==> src/logic/fetch_settings.svh <==
/*
 * widths and constants shared by the fetch front end
 * a memory line must hold exactly two instruction words
 * since fetch picks the half by pc bit 2
 */
`ifndef FETCH_SETTINGS_SVH
`define FETCH_SETTINGS_SVH

// core word and byte address width
`define XLEN 32

// one memory line, two instructions
`define LINE_BITS 64

// first fetch address out of reset
`define RESET_PC {`XLEN{1'b0}}

// addi x0, x0, 0
`define NOP_INST 32'h0000_0013

`endif

==> src/logic/core_types_pkg.sv <==
/*
 * core side types of the fetch front end
 * src_vec_t keeps the highest priority source in its top bit
 */
`default_nettype none
`include "fetch_settings.svh"

package core_types_pkg;

    // byte address
    typedef logic [`XLEN-1:0] addr_t;

    typedef logic [31:0] inst_t;

    // one request or grant bit per pc source
    typedef logic [3:0] src_vec_t;

    // bit positions inside src_vec_t
    localparam int unsigned SRC_BRANCH = 3;
    localparam int unsigned SRC_ROB = 2;
    localparam int unsigned SRC_PRED = 1;
    localparam int unsigned SRC_SEQ = 0;

    typedef enum logic {
        FETCH_SELECT,
        FETCH_WAIT
    } fetch_state_t;

endpackage

`default_nettype wire

==> src/logic/mem_types_pkg.sv <==
/*
 * memory side types of the fetch front end
 * a line address drops the byte offset inside one line
 */
`default_nettype none
`include "fetch_settings.svh"

package mem_types_pkg;

    typedef logic [`LINE_BITS-1:0] line_t;

    // byte offset bits inside one line
    localparam int unsigned LINE_OFFSET_BITS = $clog2(`LINE_BITS / 8);

    typedef logic [`XLEN-LINE_OFFSET_BITS-1:0] line_addr_t;

    typedef enum logic [1:0] {
        LINE_IDLE,
        LINE_BUS,
        LINE_REPLY
    } line_state_t;

endpackage

`default_nettype wire

==> src/logic/pc_source_select.sv <==
/*
 * fixed priority pick over the pc source requests
 * the top bit wins, grant is one-hot or all zero
 */
`timescale 1ns/10ps
`default_nettype none

module pc_source_select (
    input  wire core_types_pkg::src_vec_t requests,
    output core_types_pkg::src_vec_t      grant,
    output logic                          none
);

    import core_types_pkg::*;

    logic found;

    // scan down from the highest priority bit
    always_comb begin
        grant = '0;
        found = 1'b0;
        for (int i = $bits(src_vec_t) - 1; i >= 0; i--) begin
            if (requests[i] && !found) begin
                grant[i] = 1'b1;
                found = 1'b1;
            end
        end
    end

    assign none = (requests == '0);

endmodule

`default_nettype wire

==> src/logic/ifetch_stage.sv <==
/*
 * fetch stage, one instruction in flight at a time
 * line_addr holds steady while line_req is high
 * all state and the packet freeze while fetch_enable is low
 */
`timescale 1ns/10ps
`default_nettype none
`include "fetch_settings.svh"

module ifetch_stage (
    input  wire                          clock,
    input  wire                          reset,
    input  wire                          fetch_enable,

    // redirect sources
    input  wire core_types_pkg::addr_t   branch_pc,
    input  wire                          branch_req,
    input  wire core_types_pkg::addr_t   rob_pc,
    input  wire                          rob_req,
    input  wire core_types_pkg::addr_t   pred_pc,
    input  wire                          pred_req,

    // line unit
    output logic                         line_req,
    output mem_types_pkg::line_addr_t    line_addr,
    input  wire mem_types_pkg::line_t    line_data,
    input  wire                          line_valid,

    // packet toward decode
    output core_types_pkg::inst_t        fetch_inst,
    output core_types_pkg::addr_t        fetch_pc,
    output core_types_pkg::addr_t        fetch_npc,
    output logic                         fetch_valid
);

    import core_types_pkg::*;
    import mem_types_pkg::*;

    fetch_state_t state;
    addr_t pc;
    addr_t seq_pc;
    addr_t granted_pc;
    src_vec_t requests;
    src_vec_t grant;
    logic no_request;
    inst_t line_half;

    // sequential source always asks
    assign requests[SRC_BRANCH] = branch_req;
    assign requests[SRC_ROB] = rob_req;
    assign requests[SRC_PRED] = pred_req;
    assign requests[SRC_SEQ] = 1'b1;

    pc_source_select u_select (
        .requests (requests),
        .grant    (grant),
        .none     (no_request)
    );

    assign seq_pc = pc + addr_t'(4);

    always_comb begin
        granted_pc = pc;
        if (no_request) begin
            granted_pc = pc;
        end else if (grant[SRC_BRANCH]) begin
            granted_pc = branch_pc;
        end else if (grant[SRC_ROB]) begin
            granted_pc = rob_pc;
        end else if (grant[SRC_PRED]) begin
            granted_pc = pred_pc;
        end else if (grant[SRC_SEQ]) begin
            granted_pc = seq_pc;
        end
    end

    // pc bit 2 picks the word inside the line
    assign line_half = pc[2] ? line_data[`LINE_BITS-1 -: $bits(inst_t)]
                             : line_data[$bits(inst_t)-1:0];

    assign line_req = (state == FETCH_WAIT);
    assign line_addr = pc[`XLEN-1:LINE_OFFSET_BITS];

    always_ff @(posedge clock) begin
        if (reset) begin
            state <= FETCH_WAIT;
            pc <= `RESET_PC;
            fetch_valid <= 1'b0;
            fetch_inst <= `NOP_INST;
            fetch_pc <= `RESET_PC;
            fetch_npc <= `RESET_PC + addr_t'(4);
        end else if (fetch_enable) begin
            case (state)
                FETCH_SELECT: begin
                    pc <= granted_pc;
                    state <= FETCH_WAIT;
                    // packet goes empty until the line comes back
                    fetch_valid <= 1'b0;
                    fetch_inst <= `NOP_INST;
                    fetch_pc <= pc;
                    fetch_npc <= seq_pc;
                end
                FETCH_WAIT: begin
                    if (line_valid) begin
                        state <= FETCH_SELECT;
                        fetch_valid <= 1'b1;
                        fetch_inst <= line_half;
                        fetch_pc <= pc;
                        fetch_npc <= seq_pc;
                    end
                end
                default: begin
                    state <= FETCH_WAIT;
                end
            endcase
        end
    end

endmodule

`default_nettype wire

==> src/logic/iline_wb_unit.sv <==
/*
 * one entry line buffer with a wishbone classic read master
 * hits answer one cycle after the request, misses wait for the ack
 * no bus error handling, wb_err and retry are not supported
 */
`timescale 1ns/10ps
`default_nettype none
`include "fetch_settings.svh"

module iline_wb_unit (
    input  wire                            clock,
    input  wire                            reset,

    // fetch side
    input  wire                            line_req,
    input  wire mem_types_pkg::line_addr_t line_addr,
    output mem_types_pkg::line_t           line_data,
    output logic                           line_valid,

    // wishbone classic master, reads only
    output logic                           wb_cyc,
    output logic                           wb_stb,
    output logic [`XLEN-1:0]               wb_adr,
    input  wire mem_types_pkg::line_t      wb_dat_r,
    input  wire                            wb_ack
);

    import mem_types_pkg::*;

    line_state_t state;
    line_t buf_line;
    line_addr_t buf_addr;
    logic buf_valid;
    logic hit;
    logic miss_start;
    logic fill;

    assign hit = buf_valid && (buf_addr == line_addr);
    assign miss_start = (state == LINE_IDLE) && line_req && !hit;
    assign fill = (state == LINE_BUS) && wb_ack;

    always_ff @(posedge clock) begin
        if (reset) begin
            state <= LINE_IDLE;
            buf_valid <= 1'b0;
        end else begin
            case (state)
                LINE_IDLE: begin
                    if (line_req && hit) begin
                        state <= LINE_REPLY;
                    end else if (miss_start) begin
                        state <= LINE_BUS;
                        // old line is dropped once the tag moves
                        buf_valid <= 1'b0;
                    end
                end
                LINE_BUS: begin
                    if (fill) begin
                        state <= LINE_REPLY;
                        buf_valid <= 1'b1;
                    end
                end
                LINE_REPLY: begin
                    state <= LINE_IDLE;
                end
                default: begin
                    state <= LINE_IDLE;
                end
            endcase
        end
    end

    // tag and data storage
    always_ff @(posedge clock) begin
        if (miss_start) begin
            buf_addr <= line_addr;
        end
        if (fill) begin
            buf_line <= wb_dat_r;
        end
    end

    assign line_valid = (state == LINE_REPLY);
    assign line_data = buf_line;

    // cyc and stb drop on the edge that samples the ack
    assign wb_cyc = (state == LINE_BUS);
    assign wb_stb = (state == LINE_BUS);
    assign wb_adr = {buf_addr, {LINE_OFFSET_BITS{1'b0}}};

endmodule

`default_nettype wire

==> src/logic/fetch_top.sv <==
/*
 * fetch front end top, fetch stage plus line unit
 * the wishbone port only reads, wb_we is always low
 */
`timescale 1ns/10ps
`default_nettype none

module fetch_top (
    input  wire                          clock,
    input  wire                          reset,
    input  wire                          fetch_enable,

    input  wire core_types_pkg::addr_t   branch_pc,
    input  wire                          branch_req,
    input  wire core_types_pkg::addr_t   rob_pc,
    input  wire                          rob_req,
    input  wire core_types_pkg::addr_t   pred_pc,
    input  wire                          pred_req,

    output core_types_pkg::inst_t        fetch_inst,
    output core_types_pkg::addr_t        fetch_pc,
    output core_types_pkg::addr_t        fetch_npc,
    output logic                         fetch_valid,

    output logic                         wb_cyc,
    output logic                         wb_stb,
    output logic                         wb_we,
    output core_types_pkg::addr_t        wb_adr,
    input  wire mem_types_pkg::line_t    wb_dat_r,
    input  wire                          wb_ack
);

    import mem_types_pkg::*;

    logic line_req;
    line_addr_t line_addr;
    line_t line_data;
    logic line_valid;

    assign wb_we = 1'b0;

    ifetch_stage u_fetch (
        .clock        (clock),
        .reset        (reset),
        .fetch_enable (fetch_enable),
        .branch_pc    (branch_pc),
        .branch_req   (branch_req),
        .rob_pc       (rob_pc),
        .rob_req      (rob_req),
        .pred_pc      (pred_pc),
        .pred_req     (pred_req),
        .line_req     (line_req),
        .line_addr    (line_addr),
        .line_data    (line_data),
        .line_valid   (line_valid),
        .fetch_inst   (fetch_inst),
        .fetch_pc     (fetch_pc),
        .fetch_npc    (fetch_npc),
        .fetch_valid  (fetch_valid)
    );

    iline_wb_unit u_line (
        .clock      (clock),
        .reset      (reset),
        .line_req   (line_req),
        .line_addr  (line_addr),
        .line_data  (line_data),
        .line_valid (line_valid),
        .wb_cyc     (wb_cyc),
        .wb_stb     (wb_stb),
        .wb_adr     (wb_adr),
        .wb_dat_r   (wb_dat_r),
        .wb_ack     (wb_ack)
    );

endmodule

`default_nettype wire

==> config.mk <==
export PLATFORM = sky130hd
export DESIGN_NAME = fetch_top
export DESIGN_NICKNAME = d
export VERILOG_FILES = /design/src/logic/core_types_pkg.sv /design/src/logic/mem_types_pkg.sv /design/src/logic/pc_source_select.sv /design/src/logic/ifetch_stage.sv /design/src/logic/iline_wb_unit.sv /design/src/logic/fetch_top.sv
export VERILOG_INCLUDE_DIRS = /design/src /design/src/logic
export SDC_FILE = /design/constraint.sdc
export NUM_CORES = 1
export LEC_CHECK = 0
export BUFFER_PORTS_ARGS = -buffer_cell sky130_fd_sc_hd__buf_4
export CORE_MARGIN = 2
export CORE_UTILIZATION = 35
export CTS_BUF_LIST = sky130_fd_sc_hd__clkbuf_8 sky130_fd_sc_hd__clkbuf_16
export CTS_CLUSTER_DIAMETER = 120
export DETAILED_ROUTE_END_ITERATION = 8
export GPL_TIMING_DRIVEN = 0
export PLACE_DENSITY = 0.67
export SLEW_MARGIN = 10
export SYNTH_ARGS = -nofsm -noshare
export SYNTH_HDL_FRONTEND = slang
export SYNTH_SLANG_ARGS = --single-unit
==> constraint.sdc <==
create_clock -name clock -period 4.7 [get_ports clock]
set_clock_uncertainty 0.2 [all_clocks]
set_input_delay 0.235 -clock clock [delete_from_list [all_inputs] [get_ports clock]]
set_output_delay 0.235 -clock clock [all_outputs]
set_load 0.02 [all_outputs]
==> run_results.csv <==
group,metric,value,unit
clock_network,cts_resized,0,
logic_synthesis,ys.warnings.count,0,
sta,max_freq,279,MHz
logic_synthesis,synth_top_area_frac,0.287,
sta,maxSlewViolCount,0,
clock_network,cts_buffers,25,
critical_path,cp_num_buf_inv,2,
critical_path,crit_top_cell,"dlygate4sd3_1",
power,finalPower,4.81,mW
floorplan,die_area,29100,µm²
clock_network,clk_pin_slew_worst_paths,0.06,ns
critical_path,critPathMaxStageDelay,0.59,ns
logic_synthesis,ys_seq_area_frac,0.557,
logic_synthesis,synthFlopType,"dfxtp_1",
power,p_per_area,334,nW/µm²
critical_path,crit_path_start_kind,"flop",
floorplan,dieWidth,171,µm
floorplan,io_pins,299,
logic_synthesis,synth-seq-cells,224,
finish,utilization,0.522,
finish,stdcell_area,14400,µm²
logic_synthesis,async_reset_ff_frac,0,
drt,via_count,9319,
drt,route.detailed.drc,0,
sta,setup_viol,0,
critical_path,critPathLaunch,"u_fetch.pc[3]",
critical_path,cp_top_family,"buffers and inverters",
critical_path,endpoint_kind,"flop",
logic_synthesis,ys_types,66,
logic_synthesis,synth_cells,955,
critical_path,rrSetupSlack,1.12,ns
placement,place_area,12400,µm²
grt,grt_pass1_wl,52.3,mm
clock_network,cts_max_path_buffers,3,
critical_path,critPathMaxFanout,8,
drt,vias_per_cell,5.21,
grt,antenna_found_initial,1,
drt,drt_first_pass_iters,6,
logic_synthesis,synth_area_per_cell,10.2,µm²
drt,route.detailed.wl_per_inst,20.1,µm
floorplan,start_util,0.353,
placement,dp_hpwl,25.8,mm
clock_network,clkLatencyLatePin,0.54,ns
sta,hold_violations,0,
critical_path,worstSetupPathType,"reg2reg",
sta,fin_crit_sh,0.762,
finish,syn_to_final_growth,47.9,%
critical_path,r2r-start,"u_fetch.pc[3]",
finish,layout-drive-gt1-share,0.280,
clock_network,htree_levels,1,
sta,layout_setup_ws,1.12,ns
grt,overflow,0,
grt,grt_pass1_vias,9266,
finish,finalNetCount,1561,
status,outcome,"finished, final reports clean",
sta,fin_crit,3.58,ns
sta,tightest_slew,0.910,ns
power,vdd_drop_max,327,µV
sta,max_slew_margin,0.394,
logic_synthesis,synthTopCellsByArea,"edfxtp_1 29%, dfxtp_1 27%, nand2_1 5.0%",
floorplan,die_h,171,µm
critical_path,cp.required,4.98,ns
placement,place_ws,1.70,ns
logic_synthesis,synth_edf_count,93,
worst_hold_path,min_from,"rob_pc[2]",
clock_network,root_buffer,"clkbuf_16",
flow_run,maxCapViolations,0,
clock_network,hold_buffers,115,
critical_path,cp.arrival,3.86,ns
clock_network,cts_setup_buffers,0,
clock_network,numClockSinks,224,
drt,wirelength,35.9,mm
sta,setup_tns,0,ns
logic_synthesis,syn-cell-area,9730,µm²
floorplan,core,27600,µm²
drt,drt_iter0_drc,784,
clock_network,cts_tree,"yes",
logic_synthesis,synth_common_cells,"131 x dfxtp_1, 130 x nand2_1, 93 x edfxtp_1, 91 x a21oi_1, 60 x nor2_1",
worst_hold_path,hp-class,"in2reg",
critical_path,cp_slowest_cell,"dlygate4sd3_1",
placement,io_buffer_count,292,
grt,grt_max_degree,66,
sta,rsz0062_at_grt,"false",
placement,gp_congestion,0.943,
logic_synthesis,yosysMostFrequentCell,"dfxtp_1",
grt,grtUsageTotal,0.239,
floorplan,rows,61,
power,leakagePower,5.61,nW
logic_synthesis,synth_top_cell_by_area,"edfxtp_1",
drt,final_antenna_net_count,0,
critical_path,path_cells,"ha_1 -> nand3_1 -> nor4_1 -> xnor2_1 -> o21bai_1 -> dlygate4sd3_1 -> a221oi_1 -> dlygate4sd3_1",
-- path summary, 6_finish.rpt --
path / to / cells after the start
max: u_fetch.pc[16] / 8
max reg2reg: u_fetch.pc[16] / 8
min reg2reg: u_line.buf_addr[8] / 0
min: u_fetch.pc[2] / 5
-- flip-flops by register name, indices dropped and copies added, names as in the netlist --
name                 count
u_line.buf_addr         29
u_line.line_data        64
u_fetch.fetch_inst      32
u_fetch.line_req         1
u_fetch.fetch_valid      1
u_fetch.fetch_pc        30
u_fetch.fetch_npc       32
u_fetch.pc              32
u_line.buf_valid         1
u_line.state             2
-- stage by stage --
stage               hold slack, ns  instances
CTS                       0.000124       1788
finish                      0.0112       1789
detailed placement           0.208       1629
global placement             0.205       1628
global route                0.0243       1789
floorplan                    0.123        958
-- power by group --
| part | internal, mW | switching (mW) | leakage [nW] | total (mW) |
|---|---|---|---|---|
| clock network | 1.10 | 0.784 | 0.430 | 1.88 |
| logic | 0.329 | 0.383 | 3.22 | 0.712 |
| registers | 2.15 | 0.0625 | 1.96 | 2.21 |
-- area by class of cell --
type	instances	area, µm²
repair buffers	408	3370
diodes	1	2.50
flip-flops and latches	224	5420
inverters	17	63.8
clock inverters	15	100
multi-input cells	629	3890
clock buffers	29	692
fillers	2441	13200
plain buffers	88	383
well taps	378	473
-- placed cells by master (no fill, tap or decap), types with 4 or more instances in the layout --
| cell | count |
|---|---|
| a211oi_1 | 24 |
| a21oi_1 | 91 |
| a221oi_1 | 11 |
| a222oi_1 | 12 |
| a22oi_1 | 7 |
| a31oi_1 | 8 |
| and4_1 | 5 |
| buf_1 | 12 |
| buf_2 | 14 |
| buf_4 | 299 |
| clkbuf_1 | 53 |
| clkbuf_16 | 26 |
| conb_1 | 4 |
| dfxtp_1 | 131 |
| dlygate4sd3_1 | 115 |
| edfxtp_1 | 93 |
| inv_1 | 27 |
| mux2_2 | 29 |
| mux2i_1 | 9 |
| nand2_1 | 130 |
| nand3_1 | 50 |
| nand4_1 | 15 |
| nor2_1 | 60 |
| nor2b_1 | 4 |
| nor3_1 | 11 |
| nor4_1 | 6 |
| o21ai_0 | 35 |
| o21ai_1 | 4 |
| xnor2_1 | 38 |
| xor2_1 | 17 |
-- per-layer routing --
metal / GRT usage / vias to the layer above / share of wire
met4: 0.123 / 0 / 0.056
met5: 0 / - / 0
li1: - / 4320 / -
met1: 0.280 / 4402 / 0.39
met3: 0.0537 / 115 / 0.083
met2: 0.410 / 482 / 0.48
-- tightest hold or removal path: cells and delay by family --
family	cells	cell delay [ns]
simple gates	1	0.04
buf+inv	1	0.11
compound gates	3	0.31
-- cell families after synthesis --
logic type	count (synthesis)	share of synthesized area
AOI/OAI and AO/OA	224	0.149
and+or+nand+nor	307	0.155
other	1	0.000386
DFF	224	0.557
xor gates and xnor gates	55	0.0495
buffers and inverters	105	0.0459
muxes	38	0.0428
adders and majority gates	1	0.00129
No activity file was read; power rests on OpenSTA's default activity.
